--- src/fabric_params.svh ---
`ifndef FABRIC_PARAMS_SVH
`define FABRIC_PARAMS_SVH

// column size
`define FABRIC_NUM_CLB 4
`define FABRIC_CLBIN 4

// input side
`define FABRIC_TRACKS 8
`define FABRIC_SEL_W 3 // picks one of the tracks

// output side
`define FABRIC_NUM_OUT 4
`define FABRIC_OSEL_W 2 // picks one of the clbs

// route 48 + clb 72 + io 8
`define FABRIC_CFG_BITS 128

`endif

--- src/fabric_pkg.sv ---
`include "fabric_params.svh"

package fabric_pkg;

   typedef logic [`FABRIC_TRACKS-1:0] track_t;
   typedef logic [`FABRIC_CLBIN-1:0] clb_in_t;
   typedef logic [(1 << `FABRIC_CLBIN)-1:0] lut_t; // one bit per input pattern

   typedef logic [`FABRIC_SEL_W-1:0] track_sel_t;
   typedef logic [`FABRIC_OSEL_W-1:0] out_sel_t;
   typedef logic [`FABRIC_NUM_OUT-1:0] ext_out_t;

   // configuration frame, split in the order it is loaded
   typedef logic [`FABRIC_NUM_CLB*`FABRIC_CLBIN*`FABRIC_SEL_W-1:0] route_cfg_t;
   // per clb: truth table, register enable, carry mode
   typedef logic [`FABRIC_NUM_CLB*($bits(lut_t)+2)-1:0] clb_cfg_t;
   typedef logic [`FABRIC_NUM_OUT*`FABRIC_OSEL_W-1:0] io_cfg_t;
   typedef logic [`FABRIC_CFG_BITS-1:0] cfg_frame_t;

   typedef enum logic {
      load,
      done
   } cfg_state_t;

endpackage

--- src/clb_link_if.sv ---
`timescale 1ns/100ps

interface clb_link_if;

   fabric_pkg::clb_in_t ins;
   logic cin;
   logic cout; // toward the next clb down the column
   logic result;

   modport route (
      output ins,
      output cin,
      input  cout
   );

   modport logic_blk (
      input  ins,
      input  cin,
      output cout,
      output result
   );

   modport drain (
      input  result
   );

endinterface

--- src/clb.sv ---
`timescale 1ns/100ps

module clb (
   input  logic                                 clk,
   input  logic                                 rst,
   input  logic [$bits(fabric_pkg::lut_t)+1:0]  cfg,
   clb_link_if.logic_blk                        link
);

   localparam int LUT_W = $bits(fabric_pkg::lut_t);

   fabric_pkg::lut_t lut;
   logic reg_en;
   logic carry_mode;
   logic sum;
   logic maj;
   logic value;
   logic value_q;

   assign lut        = cfg[LUT_W-1:0];
   assign reg_en     = cfg[LUT_W];
   assign carry_mode = cfg[LUT_W+1];

   // full adder on ins[1:0] and the incoming carry
   assign sum = link.ins[0] ^ link.ins[1] ^ link.cin;
   assign maj = (link.ins[0] & link.ins[1]) |
                (link.ins[0] & link.cin) |
                (link.ins[1] & link.cin);

   assign value     = carry_mode ? sum : lut[link.ins];
   assign link.cout = carry_mode & maj; // chain is cut in lut mode

   always_ff @(posedge clk) begin
      if (rst) begin
         value_q <= 1'b0;
      end else begin
         value_q <= value;
      end
   end

   assign link.result = reg_en ? value_q : value;

endmodule

--- src/config_loader.sv ---
`timescale 1ns/100ps
`include "fabric_params.svh"

module config_loader (
   input  logic                   clk,
   input  logic                   rst,
   input  logic                   cfg_valid,
   input  logic                   cfg_bit,
   output logic                   cfg_done,
   output fabric_pkg::route_cfg_t route_cfg,
   output fabric_pkg::clb_cfg_t   clb_cfg,
   output fabric_pkg::io_cfg_t    io_cfg
);

   localparam int ROUTE_W = $bits(fabric_pkg::route_cfg_t);
   localparam int CLB_W = $bits(fabric_pkg::clb_cfg_t);
   localparam int IO_W = $bits(fabric_pkg::io_cfg_t);

   typedef logic [$clog2(`FABRIC_CFG_BITS)-1:0] cnt_t;
   localparam cnt_t LAST_BIT = cnt_t'(`FABRIC_CFG_BITS - 1);

   fabric_pkg::cfg_state_t state;
   fabric_pkg::cfg_frame_t frame;
   cnt_t bit_cnt;
   logic accept;

   assign accept = cfg_valid && (state == fabric_pkg::load);

   always_ff @(posedge clk) begin
      if (rst) begin
         state   <= fabric_pkg::load;
         frame   <= '0;
         bit_cnt <= '0;
      end else if (accept) begin
         // first bit in ends up at bit 0
         frame   <= {cfg_bit, frame[`FABRIC_CFG_BITS-1:1]};
         bit_cnt <= bit_cnt + 1'b1;
         if (bit_cnt == LAST_BIT) begin
            state <= fabric_pkg::done; // bits after this are dropped
         end
      end
   end

   assign cfg_done = (state == fabric_pkg::done);

   // fabric sees an all-zero config until the frame is complete
   assign route_cfg = cfg_done ? frame[ROUTE_W-1:0] : '0;
   assign clb_cfg   = cfg_done ? frame[ROUTE_W +: CLB_W] : '0;
   assign io_cfg    = cfg_done ? frame[ROUTE_W+CLB_W +: IO_W] : '0;

endmodule

--- src/connection_block.sv ---
`timescale 1ns/100ps
`include "fabric_params.svh"

module connection_block (
   input  fabric_pkg::track_t     ext_in,
   input  fabric_pkg::route_cfg_t route_cfg,
   clb_link_if.route              links [`FABRIC_NUM_CLB]
);

   for (genvar i = 0; i < `FABRIC_NUM_CLB; i++) begin : g_clb
      fabric_pkg::clb_in_t ins_mux;

      // one track mux per clb input
      always_comb begin
         fabric_pkg::track_sel_t sel;
         for (int j = 0; j < `FABRIC_CLBIN; j++) begin
            sel = route_cfg[(i*`FABRIC_CLBIN + j)*`FABRIC_SEL_W +: `FABRIC_SEL_W];
            ins_mux[j] = ext_in[sel];
         end
      end

      assign links[i].ins = ins_mux;

      // carry runs top to bottom, chain starts at zero
      if (i == 0) begin : g_chain_head
         assign links[i].cin = 1'b0;
      end else begin : g_chain_link
         assign links[i].cin = links[i-1].cout;
      end
   end

endmodule

--- src/fpga_fabric.sv ---
`timescale 1ns/100ps
`include "fabric_params.svh"

module fpga_fabric (
   input  logic                 clk,
   input  logic                 rst,
   input  logic                 cfg_valid,
   input  logic                 cfg_bit,
   input  fabric_pkg::track_t   ext_in,
   output logic                 cfg_done,
   output fabric_pkg::ext_out_t ext_out
);

   localparam int CLB_CFG_W = $bits(fabric_pkg::lut_t) + 2;

   fabric_pkg::route_cfg_t route_cfg;
   fabric_pkg::clb_cfg_t clb_cfg;
   fabric_pkg::io_cfg_t io_cfg;

   clb_link_if link [`FABRIC_NUM_CLB] ();

   config_loader loader_inst (
      .clk       (clk),
      .rst       (rst),
      .cfg_valid (cfg_valid),
      .cfg_bit   (cfg_bit),
      .cfg_done  (cfg_done),
      .route_cfg (route_cfg),
      .clb_cfg   (clb_cfg),
      .io_cfg    (io_cfg)
   );

   connection_block cb_inst (
      .ext_in    (ext_in),
      .route_cfg (route_cfg),
      .links     (link)
   );

   // single column, clb 0 on top of the carry chain
   for (genvar i = 0; i < `FABRIC_NUM_CLB; i++) begin : g_clbs
      clb clb_inst (
         .clk  (clk),
         .rst  (rst),
         .cfg  (clb_cfg[i*CLB_CFG_W +: CLB_CFG_W]),
         .link (link[i])
      );
   end

   io_block iob_inst (
      .clk      (clk),
      .rst      (rst),
      .cfg_done (cfg_done),
      .io_cfg   (io_cfg),
      .links    (link),
      .ext_out  (ext_out)
   );

endmodule

--- src/io_block.sv ---
`timescale 1ns/100ps
`include "fabric_params.svh"

module io_block (
   input  logic                 clk,
   input  logic                 rst,
   input  logic                 cfg_done,
   input  fabric_pkg::io_cfg_t  io_cfg,
   clb_link_if.drain            links [`FABRIC_NUM_CLB],
   output fabric_pkg::ext_out_t ext_out
);

   logic [`FABRIC_NUM_CLB-1:0] results;
   fabric_pkg::ext_out_t out_next;

   // flatten so the output muxes can index by select
   for (genvar i = 0; i < `FABRIC_NUM_CLB; i++) begin : g_gather
      assign results[i] = links[i].result;
   end

   always_comb begin
      fabric_pkg::out_sel_t sel;
      for (int o = 0; o < `FABRIC_NUM_OUT; o++) begin
         sel = io_cfg[o*`FABRIC_OSEL_W +: `FABRIC_OSEL_W];
         out_next[o] = results[sel];
      end
   end

   always_ff @(posedge clk) begin
      if (rst || !cfg_done) begin
         ext_out <= '0; // quiet until configured
      end else begin
         ext_out <= out_next;
      end
   end

endmodule

--- config.mk ---
export PLATFORM = sky130hd
export DESIGN_NAME = fpga_fabric
export DESIGN_NICKNAME = d
export VERILOG_FILES = /design/src/fabric_pkg.sv /design/src/clb_link_if.sv /design/src/clb.sv /design/src/config_loader.sv /design/src/connection_block.sv /design/src/fpga_fabric.sv /design/src/io_block.sv
export VERILOG_INCLUDE_DIRS = /design/src /design/src/src
export SDC_FILE = /design/constraint.sdc
export NUM_CORES = 1
export LEC_CHECK = 0
export BUFFER_PORTS_ARGS = -buffer_cell sky130_fd_sc_hd__buf_4
export CORE_MARGIN = 3
export CORE_UTILIZATION = 57
export DETAILED_ROUTE_END_ITERATION = 8
export PLACE_DENSITY_LB_ADDON = 0.1
export SLEW_MARGIN = 20
export SYNTH_ARGS = -nofsm -noshare
export SYNTH_HDL_FRONTEND = slang
export SYNTH_SLANG_ARGS = --single-unit
--- constraint.sdc ---
create_clock -name clk -period 3.5 [get_ports clk]
set_input_delay 0.35 -clock clk [delete_from_list [all_inputs] [get_ports clk]]
set_output_delay 0.35 -clock clk [all_outputs]
set_load 0.02 [all_outputs]
==> reports/metrics.csv, run 1 <==
stage,metric,value,unit
clock_network,root buf cell,clkbuf_16,
drt,total number of vias,6519,
sta,clk_skew,0.00935,ns
drt,Routed WL per cell,15.9,microns
clock_network,total CTS buffers,17,
clock_network,CTS tree,done,
sta,RSZ-0062 raised after global routing,true,
clock_network,# clock sinks,144,
sta,Max Freq,0.276,GHz
final_layout,design area,0.00835,sq mm
logic_synthesis,Adder-Cell Fraction of Synth Area,0.889,%
drt,initial drt markers,556,
final_layout,ant diodes,0,
logic_synthesis,number of synthesized register bits,144,
sta,slew at the pin closest to its max-slew limit,0.779,ns
clock_network,clk buf depth,2,
logic_synthesis,Synth Area in Compound Gates,20.9,%
worst_setup_path,Worst R2R Path Depth,14,
global_routing,Tot GR Track Use,25.0,%
pwr,sequential share of power,42.6,%
global_routing,initial antenna violation count,0,
worst_setup_path,CP Launch Type,register,
sta,Fin Hold WS,0.165,ns
worst_setup_path,CP startpoint,loader_inst.cfg_done,
status,failing checks,negative setup slack,
pwr,power density over the cells,462,mW/mm^2
worst_setup_path,reg2reg setup slack,-0.12,ns
worst_setup_path,Reg-to-Reg End,iob_inst.ext_out[3],
place,post-placement cell area,0.00767,sq mm
drt,router iterations before antenna repair,6,
status,status,"complete, but fails checks",
logic_synthesis,Simple-Gate Fraction of Synth Area,20.7,%
logic_synthesis,Synth async-reset ratio,0,%
drt,via/cell ratio,5.94,
final_layout,fin cells,1097,
sta,post-route worst setup slack,-0.118,ns
floorplanning,Die ar.,0.0142,sq mm
logic_synthesis,number of synthesized flops with an enable pin,0,
pwr,switching pwr,0.908,mW
place,Port-buffer cells,16,
final_layout,nets,932,
worst_setup_path,CP endpoint kind,register,
sta,slew margin rel.,48.1,%
pwr,maximum vdd drop,0.453,mV
logic_synthesis,synth warn,0,
logic_synthesis,count of cell types in the netlist,64,
sta,fin crit share,103,%
place,GP Congestion,0.847,
worst_setup_path,"Max FO, Critical Path",4,
sta,"Min Clock Period, post-route",3.62,ns
sta,endpoints failing setup,4,
logic_synthesis,XOR/XNOR Fraction of Synth Area,0.957,%
pwr,Sw Share,23.5,%
sta,Setup TNS,-0.395,ns
logic_synthesis,Post-Syn Area per Cell,7.93,sq um
worst_setup_path,RR Startpoint,loader_inst.cfg_done,
worst_setup_path,worst setup path class,reg -> reg,
logic_synthesis,top_reg_cell synth,dfxtp_1,
clock_network,Clock Latency Late Sink,0.43,ns
floorplanning,Core Rows,40,
floorplanning,Die H,119,microns
drt,post-route ant nets,0,
worst_setup_path,required time of the critical path,3.80,ns
global_routing,pin count of the biggest net entering global routing,101,
final_layout,Layout area overhead,14.1,%
floorplanning,Starting Density,59.7,%
clock_network,CTS H-tree lvls,4,
place,Placed Cells,1064,
final_layout,share of cells above drive strength 1,14.4,%
logic_synthesis,post-synthesis instance area,0.00732,sq mm
global_routing,remaining global-route overflow,0,
logic_synthesis,mux cell area share after synthesis,12.0,%
job,number of max-cap violations,0,
clock_network,CTS Hold Buffers Added,0,
sta,Final Slew Violations,0,
logic_synthesis,syn nets,939,
sta,Final Hold Viols,0,
place,Detail Placement HPWL,11100,microns
logic_synthesis,cells after synthesis,923,
worst_setup_path,worst setup path endpoint,iob_inst.ext_out[3],
pwr,Tot Pwr,3.86,mW
pwr,Comb pwr share,6.2,%
min_path,Hold Crit Class,in -> reg,
clock_network,clk slew on worst S/H paths,0.06,ns
logic_synthesis,sequential share of the synthesized area,39.4,%
worst_setup_path,CP arrival,3.92,ns
floorplanning,Die X,119,microns
drt,Detailed Route WL,17400,microns
logic_synthesis,main combinational cell family by area after synthesis,compound AO/OA/AOI/OAI gates,
global_routing,global-route wire length before repair,29200,microns
pwr,clock network power share,51.2,%
pwr,Cell Int Power,2.95,mW
global_routing,vias in the first global route,5990,
floorplanning,area of the core,0.0123,sq mm
floorplanning,I/O pin count,17,
drt,DRC,0,
pwr,Leak,2.80,nW
cell type report:
type	count	area, sq um
Clock buffer	19	443
Clock inverter	13	200
Fill cell	1012	3910
Inverter	18	67.6
Multi-Input combinational cell	683	4140
Sequential cell	144	2890
Tap cell	168	210
Timing Repair Buffer	52	407
synthesized netlist by cell type, types with 3 or more instances:
| library cell | number | area share [%] |
|---|---|---|
| o21ai_0 | 18 | 1.2 |
| buf_2 | 10 | 0.68 |
| nand3_1 | 18 | 1.2 |
| a22o_1 | 5 | 0.60 |
| mux2_1 | 4 | 0.62 |
| a211o_1 | 3 | 0.36 |
| o21a_1 | 3 | 0.31 |
| mux4_2 | 10 | 3.1 |
| mux2_2 | 14 | 2.2 |
| xor2_1 | 3 | 0.36 |
| clkbuf_1 | 66 | 3.4 |
| nor3_1 | 5 | 0.34 |
| a311o_1 | 9 | 1.2 |
| mux2i_1 | 36 | 4.9 |
| inv_1 | 16 | 0.82 |
| a211oi_1 | 20 | 2.1 |
| nor2_1 | 23 | 1.2 |
| xnor2_1 | 5 | 0.60 |
| o22ai_1 | 4 | 0.34 |
| a311oi_1 | 3 | 0.36 |
| and3_1 | 3 | 0.26 |
| a21o_1 | 5 | 0.51 |
| nor2b_1 | 8 | 0.68 |
| nand2_1 | 284 | 15 |
| a221oi_1 | 3 | 0.36 |
| dfxtp_1 | 144 | 39 |
| a22oi_1 | 4 | 0.41 |
| mux4_1 | 3 | 1.1 |
| a21oi_1 | 135 | 9.2 |
| nand2b_1 | 11 | 0.94 |
power groups by stage:
stage               Combinational [mW]  Sequential [mW]  Clock (mW)
finish                           0.238             1.64        1.98
global route                     0.258             1.64        2.06
CTS                              0.233             1.64        2.00
detailed placement               0.231             1.68           0
global placement                 0.226             1.68           0
floorplan                        0.155             1.68           0
what timing repair did:
action | 4_1_cts | 5_1_grt
buffers inserted | 0 | 1
cloned | 0 | 0
gates resized for setup | 2 | 3
pin swaps | 3 | 0
setup endpoints to repair | 4 | 4
metal layers:
metal	routed length (microns)	GRT usage [%]
met5	0	0
met1	8090	34.3
met2	8110	39.3
met4	327	9.02
met3	917	5.08
flip-flops by register name (all words and copies together), names as in the netlist:
register                 flops
iob_inst.ext_out             4
g_clbs.clb_inst.value_q      4
loader_inst.frame          128
loader_inst.cfg_done         1
loader_inst.bit_cnt          7
cells by family (layout without fill, tap and decap cells):
| family | after synthesis | after routing |
|---|---|---|
| buffers and inverters | 96 | 102 |
| multiplexers | 68 | 68 |
| XOR/XNOR | 8 | 8 |
| flip-flops | 144 | 144 |
| AND/OR/NAND/NOR | 367 | 367 |
| adder cells (fa/ha/maj) | 4 | 4 |
| AO/OA/AOI/OAI | 236 | 236 |
stage by stage:
| stage | util [%] | setup slack (ns) |
|---|---|---|
| detailed placement | 62.6 | -0.336 |
| CTS | 67.9 | -0.134 |
| finish | 68.1 | -0.118 |
| global route | 68.1 | -0.223 |
| floorplan | - | -0.238 |
| global placement | 62.6 | -0.249 |
layout by cell type, fill, tap and decap left out, types with 3 or more instances in the layout:
cell	netlist	final
mux4_2	10	10
bufinv_16	0	4
nor2_1	23	23
nand2b_1	11	11
buf_4	2	50
a22o_1	5	5
nand3_1	18	17
nor3_1	5	5
mux2_2	14	14
o22ai_1	4	4
dfxtp_1	144	143
a21oi_1	135	135
xnor2_1	5	3
inv_1	16	16
clkinvlp_4	0	3
a21o_1	5	5
a211oi_1	20	20
xor2_1	3	3
o21a_1	3	3
a221oi_1	3	3
a311o_1	9	9
nand2_1	284	282
mux2i_1	36	36
a311oi_1	3	3
a211o_1	3	3
o21ai_0	18	17
clkbuf_16	0	17
mux2_1	4	4
inv_6	0	3
nor2b_1	8	7
a22oi_1	4	4
mux4_1	3	3
critical path, cell delays in order, from the launching register on:
cell,delay [ns]
dfxtp_4,0.34
and2_4,0.14
mux4_2,0.50
a2bb2oi_4,0.17
ha_2,0.18
and3_4,0.18
fa_2,0.34
and3_4,0.20
fa_2,0.36
nand3_2,0.10
xnor2_2,0.13
xnor2_2,0.15
a211o_1,0.16
o21ai_2,0.07
mux4_2,0.48
worst min path at each step:
stage,startpoint,end,slack [ns],depth (start not counted)
floorplan,loader_inst.frame[49],loader_inst.frame[48],0.44,2
global placement,loader_inst.frame[51],loader_inst.frame[50],0.45,2
detailed placement,loader_inst.frame[88],loader_inst.frame[87],0.46,2
CTS,cfg_bit,loader_inst.frame[127],0.15,3
global route,cfg_bit,loader_inst.frame[127],0.18,3
finish,cfg_bit,loader_inst.frame[127],0.17,3
Power figures use the tool's default switching activity.
==> inputs of run 2 (changes only) <==
--- a/config.mk
+++ b/config.mk
@@ -8,4 +8,5 @@
 export LEC_CHECK = 0
 export BUFFER_PORTS_ARGS = -buffer_cell sky130_fd_sc_hd__buf_4
+export CORE_ASPECT_RATIO = 1.2
 export CORE_MARGIN = 3
 export CORE_UTILIZATION = 57
==> constraint.sdc (replaced) <==
create_clock -name clk -period 3.5 [get_ports clk]
set_input_delay 0.35 -clock clk [delete_from_list [all_inputs] [get_ports clk]]
set_output_delay 0.35 -clock clk [all_outputs]
set_load 0.01 [all_outputs]
==> reports/metrics.csv, run 2 (synthesis results as in run 1) <==
stage,metric,value,unit,change
final_layout,"most common cell after layout, fill and taps aside",nand2_1,,
worst_setup_path,"Max FO, Critical Path",4,,unchanged
clock_network,clk slew on worst S/H paths,0.06,ns,about the same
place,GP Congestion,0.877,,+3.6%
place,dpl ws,-0.238,ns,+0.0978 ns
global_routing,vias in the first global route,6107,,+2.0%
global_routing,remaining global-route overflow,0,,unchanged
job,number of max-cap violations,0,,unchanged
drt,total number of vias,6567,,+0.74%
global_routing,Tot GR Track Use,26.8,%,+1.7 points
drt,Detailed Route WL,18300,microns,+4.7%
sta,Final Hold Viols,0,,unchanged
pwr,maximum vdd drop,0.371,mV,-18%
final_layout,biggest regs,"loader_inst.frame: 128 flops, loader_inst.bit_cnt: 7 flops",,
final_layout,ant diodes,0,,unchanged
worst_setup_path,CP endpoint kind,register,,
final_layout,Layout area overhead,13.1,%,
drt,Routed WL per cell,16.7,microns,+5.3%
floorplanning,Die X,109,microns,-8.3%
pwr,power density over the cells,443,mW/mm^2,-4.0%
floorplanning,Core Rows,44,,+10%
sta,slew margin rel.,40.8,%,-7.2 points
clock_network,CTS Hold Buffers Added,0,,unchanged
worst_setup_path,worst setup path class,reg -> reg,,
sta,slew at the pin closest to its max-slew limit,0.888,ns,+0.109 ns
sta,RSZ-0062 raised after global routing,true,,
sta,clk_skew,0.00619,ns,-0.00316 ns
worst_setup_path,worst path bufs/invs,0,,unchanged
floorplanning,I/O pin count,17,,unchanged
sta,Max Freq,0.280,GHz,+1.4%
final_layout,Top reg by flops,loader_inst.frame,,
floorplanning,area of the core,0.0123,sq mm,+0.57%
drt,DRC,0,,unchanged
worst_setup_path,"slowest stage cell, crit path",mux4_2,,
clock_network,# clock sinks,144,,unchanged
clock_network,Clock Latency Late Sink,0.43,ns,about the same
sta,endpoints failing setup,4,,unchanged
clock_network,total CTS buffers,17,,unchanged
place,Port-buffer cells,16,,unchanged
min_path,Hold Crit Class,in -> reg,,
pwr,Leak,2.78,nW,-0.74%
drt,post-route ant nets,0,,unchanged
place,Detail Placement HPWL,11900,microns,+8.0%
clock_network,root buf cell,clkbuf_16,,
sta,post-route worst setup slack,-0.0685,ns,+0.0498 ns
global_routing,initial antenna violation count,0,,unchanged
floorplanning,Die ar.,0.0142,sq mm,about the same
clock_network,CTS H-tree lvls,4,,unchanged
drt,via/cell ratio,6.02,,+1.3%
floorplanning,Starting Density,59.4,%,-0.34 points
worst_setup_path,required time of the critical path,3.80,ns,about the same
final_layout,max FFs per register,128,,unchanged
worst_setup_path,CP arrival,3.87,ns,-0.05 ns
worst_setup_path,cell family with most CP delay,multiplexers,,
sta,"Min Clock Period, post-route",3.57,ns,-0.0498 ns
sta,Final Slew Violations,0,,unchanged
floorplanning,Die H,130,microns,+9.1%
global_routing,global-route wire length before repair,29900,microns,+2.1%
worst_setup_path,CP Launch Type,register,,
clock_network,clk buf depth,2,,unchanged
clock_network,CTS tree,done,,
final_layout,nets,934,,+0.21%
final_layout,share of cells above drive strength 1,14.0,%,-0.45 points
sta,fin crit share,102,%,-1.4 points
final_layout,most frequent cells in the layout,"282 x nand2_1, 143 x dfxtp_1, 135 x a21oi_1, 52 x buf_4, 36 x mux2i_1",,
drt,initial drt markers,460,,-17%
status,failing checks,negative setup slack,,
sta,Fin Hold WS,0.172,ns,+0.00688 ns
worst_setup_path,worst-path cell chain,and2_4 -> mux4_2 -> a2bb2oi_4 -> ha_2 -> and3_4 -> fa_2 -> and3_4 -> fa_2 -> nand2_2 -> o41ai_2 -> o311a_1 -> mux4_2,,
drt,router iterations before antenna repair,5,,-1
global_routing,pin count of the biggest net entering global routing,132,,+31%
worst_setup_path,critical path's largest stage delay,0.50,ns,about the same
status,status,"complete, but fails checks",,
==> run 2: final cells by class <==
class | instances | area, sq um
Tap cell | 161 | 201
Fill cell | 992 | 4050
Clock inverter | 5 | 77.6
Inverter | 18 | 67.6
Multi-Input combinational cell | 683 | 4130
Clock buffer | 26 | 499
Sequential cell | 144 | 2880
Timing Repair Buffer | 54 | 422
==> run 2: stage by stage <==
step	std cells	power [mW]	utilization (%)	setup TNS (ns)	cell area, sq um
after floorplan	923	1.84	-	-0.823	7370
after CTS	1090	3.70	66.9	-0.237	8260
after detailed placement	1058	1.92	62.2	-0.911	7670
final	1091	3.67	67.1	-0.196	8280
after global placement	1058	1.91	62.2	-0.755	7670
after global routing	1091	3.79	67.1	-0.659	8280
==> run 2: worst reg2reg max path, delay by kind of cell (launching register included) <==
family	cells	cell delay, ns
multiplexers	2	0.99
AO/OA/AOI/OAI	3	0.60
adder cells (fa/ha/maj)	3	0.96
AND/OR/NAND/NOR	4	0.58
flip-flops	1	0.32
==> run 2: what timing repair did <==
item | CTS | global route
setup endpoints to repair | 4 | 4
buffers inserted | 1 | 1
gates resized for setup | 1 | 3
pin swaps | 2 | 3
==> run 2: power breakdown <==
part	internal (mW)	switching (mW)	total, mW
registers	1.64	0.00382	1.65
clock network	1.12	0.667	1.79
logic	0.0820	0.158	0.240
==> run 2: final timing paths <==
kind              cells past startpoint                      to                   from  slack (ns)
setup / recovery                     12     iob_inst.ext_out[0]   loader_inst.cfg_done       -0.07
hold / removal                        3  loader_inst.frame[127]                cfg_bit        0.17
setup reg to reg                     12     iob_inst.ext_out[0]   loader_inst.cfg_done       -0.07
hold reg to reg                       2   loader_inst.frame[50]  loader_inst.frame[51]        0.47
==> run 2: layer usage <==
layer	global-route usage, %	vias to the layer above	share of wire (%)	routed length, microns
met4	12.4	0	2.8	504
met5	0	-	0	0
met2	43.7	214	49	8890
met1	34.3	3125	43	7830
met3	4.95	46	5.7	1040
li1	-	3182	-	-
==> inputs of run 3 (changes only) <==
--- a/config.mk
+++ b/config.mk
@@ -10,5 +10,5 @@
 export CORE_ASPECT_RATIO = 1.2
 export CORE_MARGIN = 3
-export CORE_UTILIZATION = 57
+export CORE_UTILIZATION = 50
 export DETAILED_ROUTE_END_ITERATION = 8
 export PLACE_DENSITY_LB_ADDON = 0.1
@@ -16,3 +16,4 @@
 export SYNTH_ARGS = -nofsm -noshare
 export SYNTH_HDL_FRONTEND = slang
+export SYNTH_HIERARCHICAL = 1
 export SYNTH_SLANG_ARGS = --single-unit
==> constraint.sdc (replaced) <==
create_clock -name clk -period 3.5 [get_ports clk]
set_input_delay 0.35 -clock clk [delete_from_list [all_inputs] [get_ports clk]]
set_output_delay 0.35 -clock clk [all_outputs]
set_load 0.02 [all_outputs]
==> reports/metrics.csv, run 3 <==
stage,metric,value,unit,change
place,GP Congestion,0.767,,-13%
min_path,Hold Crit Class,in -> reg,,
floorplanning,Die H,143,microns,+10%
logic_synthesis,synth warn,6,,+6
global_routing,vias in the first global route,6107,,unchanged
logic_synthesis,cells after synthesis,903,,-2.2%
floorplanning,Starting Density,51.6,%,-7.7 points
drt,Routed WL per cell,15.3,microns,-8.5%
logic_synthesis,syn nets,920,,-2.0%
sta,endpoints failing setup,4,,unchanged
sta,fin crit share,115,%,+13 points
floorplanning,Die ar.,0.0172,sq mm,+21%
worst_setup_path,CP endpoint kind,register,,
final_layout,"most common cell after layout, fill and taps aside",nand2_1,,
clock_network,total CTS buffers,17,,unchanged
pwr,Leak,3.09,nW,+11%
clock_network,Clock Latency Late Sink,0.43,ns,about the same
final_layout,biggest regs,"loader_inst/frame: 128 flops, loader_inst/bit_cnt: 7 flops",,
global_routing,grt met1 use,25.2,%,-9.1 points
pwr,power density over the cells,426,mW/mm^2,-4.0%
global_routing,global-route wire length before repair,28900,microns,-3.4%
worst_setup_path,required time of the critical path,3.82,ns,+0.02 ns
status,status,"complete, but fails checks",,
place,dpl ws,-0.667,ns,-0.429 ns
worst_setup_path,reg2reg setup slack,-0.52,ns,-0.45 ns
logic_synthesis,Post-Syn Area per Cell,8.69,sq um,+9.6%
min_path,WHS Path Cells,3,,unchanged
worst_setup_path,worst setup path class,reg -> reg,,
min_path,hold_sp,cfg_bit,,
pwr,maximum vdd drop,0.275,mV,-26%
floorplanning,Core Rows,49,,+11%
drt,router iterations before antenna repair,4,,-1
clock_network,root buf cell,clkbuf_16,,
global_routing,remaining global-route overflow,0,,unchanged
global_routing,initial antenna violation count,0,,unchanged
sta,Max Freq,0.249,GHz,-11%
clock_network,clk slew on worst S/H paths,0.06,ns,about the same
clock_network,CTS Hold Buffers Added,0,,unchanged
worst_setup_path,CP Launch Type,register,,
place,Port-buffer cells,16,,unchanged
place,post-placement cell area,0.00812,sq mm,+5.9%
final_layout,Layout area overhead,11.6,%,
floorplanning,I/O pin count,17,,unchanged
logic_synthesis,post-synthesis instance area,0.00785,sq mm,+7.2%
clock_network,# clock sinks,144,,unchanged
clock_network,CTS H-tree lvls,4,,unchanged
sta,Final Slew Violations,0,,unchanged
sta,slew at the pin closest to its max-slew limit,0.786,ns,-0.101 ns
worst_setup_path,CP arrival,4.34,ns,+0.47 ns
status,failing checks,negative setup slack,,
sta,clk_skew,0.00991,ns,+0.00372 ns
final_layout,Top reg by flops,loader_inst/frame,,
worst_setup_path,"Max FO, Critical Path",6,,+2
final_layout,share of cells above drive strength 1,15.4,%,+1.4 points
place,Placed Cells,1081,,+2.2%
sta,post-route worst setup slack,-0.522,ns,-0.453 ns
final_layout,fin cells,1114,,+2.1%
clock_network,clk buf depth,2,,unchanged
final_layout,most frequent cells in the layout,"263 x nand2_1, 143 x dfxtp_1, 130 x and2_1, 130 x a21oi_1, 46 x buf_4",,
global_routing,pin count of the biggest net entering global routing,133,,+0.76%
final_layout,ant diodes,0,,unchanged
sta,RSZ-0062 raised after global routing,true,,
drt,initial drt markers,388,,-16%
final_layout,max FFs per register,128,,unchanged
sta,Final Hold Viols,0,,unchanged
global_routing,met3 Usage GRT,4.48,%,-0.47 points
floorplanning,Die X,120,microns,+10%
sta,"Min Clock Period, post-route",4.02,ns,+0.453 ns
worst_setup_path,Worst R2R Path Depth,18,,+6
global_routing,Tot GR Track Use,20.9,%,-5.8 points
global_routing,Most Crowded Layer GR,met2,,
worst_setup_path,RR Startpoint,loader_inst/cfg_done,,
final_layout,nets,914,,-2.1%
final_layout,design area,0.00876,sq mm,+5.8%
clock_network,CTS tree,done,,
min_path,Hold EP,loader_inst/frame[127],,
job,number of max-cap violations,0,,unchanged
global_routing,routing usage on met2,36.4,%,-7.3 points
floorplanning,area of the core,0.0152,sq mm,+23%
drt,total number of vias,6070,,-7.6%
place,Detail Placement HPWL,10700,microns,-10%
worst_setup_path,Reg-to-Reg End,iob_inst/ext_out[2],,
drt,Detailed Route WL,17100,microns,-6.6%
drt,via/cell ratio,5.45,,-9.5%
drt,post-route ant nets,0,,unchanged
drt,DRC,0,,unchanged
sta,slew margin rel.,47.6,%,+6.7 points
-- run 3: cell count changes in the layout (fill, tap and decap cells not counted), sizes merged, moves of 6 or more --
cell	delta
a22oi	-6
nand2	-21
nor2	-15
nand3	-17
o21ai	-18
nand2b	-9
a211oi	-21
and2	+130
mux4	+31
a311o	-9
-- run 3: stage by stage --
| stage | utilization [%] | setup TNS (ns) | power, mW | hold WS, ns |
|---|---|---|---|---|
| floorplan | - | -3.59 | 1.85 | 0.429 |
| global route | 57.6 | -2.58 | 3.86 | 0.168 |
| detailed placement | 53.4 | -2.77 | 1.92 | 0.454 |
| global placement | 53.4 | -2.45 | 1.91 | 0.449 |
| finish | 57.6 | -2.07 | 3.73 | 0.167 |
| CTS | 57.5 | -2.17 | 3.78 | 0.152 |
-- run 3: critical path: stages (launching register included) --
cell	delay, ns
dfxtp_4	0.36
and2_4	0.15
mux4_2	0.33
mux2_4	0.16
inv_4	0.03
fa_2	0.36
nor2b_2	0.13
inv_2	0.04
fa_2	0.33
nor2b_2	0.13
inv_2	0.04
fa_2	0.33
nor2b_2	0.14
inv_2	0.04
fa_1	0.48
a22o_1	0.17
o31ai_2	0.09
mux4_2	0.46
and2_1	0.15
-- run 3: final cells by class --
type                    instances  area [sq um]
clock buffers                  24           512
clock inverters                 8           100
fillers                      1412          6450
inverters                      13          51.3
multi-input cells             671          4540
flip-flops and latches        144          2890
well taps                     204           255
repair buffers                 50           412
-- run 3: worst max path at each step --
stage	slack (ns)	depth (start not counted)	startpoint	end
floorplan	-0.82	23	loader_inst/cfg_done	iob_inst/ext_out[0]
global placement	-0.59	18	loader_inst/cfg_done	iob_inst/ext_out[3]
detailed placement	-0.67	18	loader_inst/cfg_done	iob_inst/ext_out[1]
CTS	-0.55	18	loader_inst/cfg_done	iob_inst/ext_out[1]
global route	-0.65	18	loader_inst/cfg_done	iob_inst/ext_out[2]
finish	-0.52	18	loader_inst/cfg_done	iob_inst/ext_out[2]
-- run 3: power breakdown --
| part | switching (mW) | internal (mW) | leakage, nW |
|---|---|---|---|
| sequential | 0.00405 | 1.64 | 1.16 |
| clock | 0.687 | 1.16 | 0.303 |
| combinational | 0.145 | 0.0883 | 1.63 |
-- run 3: per-layer routing --
layer / routed length [microns] / vias up
met5: 0 / -
met2: 8530 / 110
met4: 384 / 0
met1: 7540 / 2903
li1: - / 3028
met3: 606 / 29
-- run 3: repair_timing --
item	CTS	global route
setup buffers	0	1
gates resized for setup	4	5
setup endpoints to repair	5	5
pin swaps	2	1
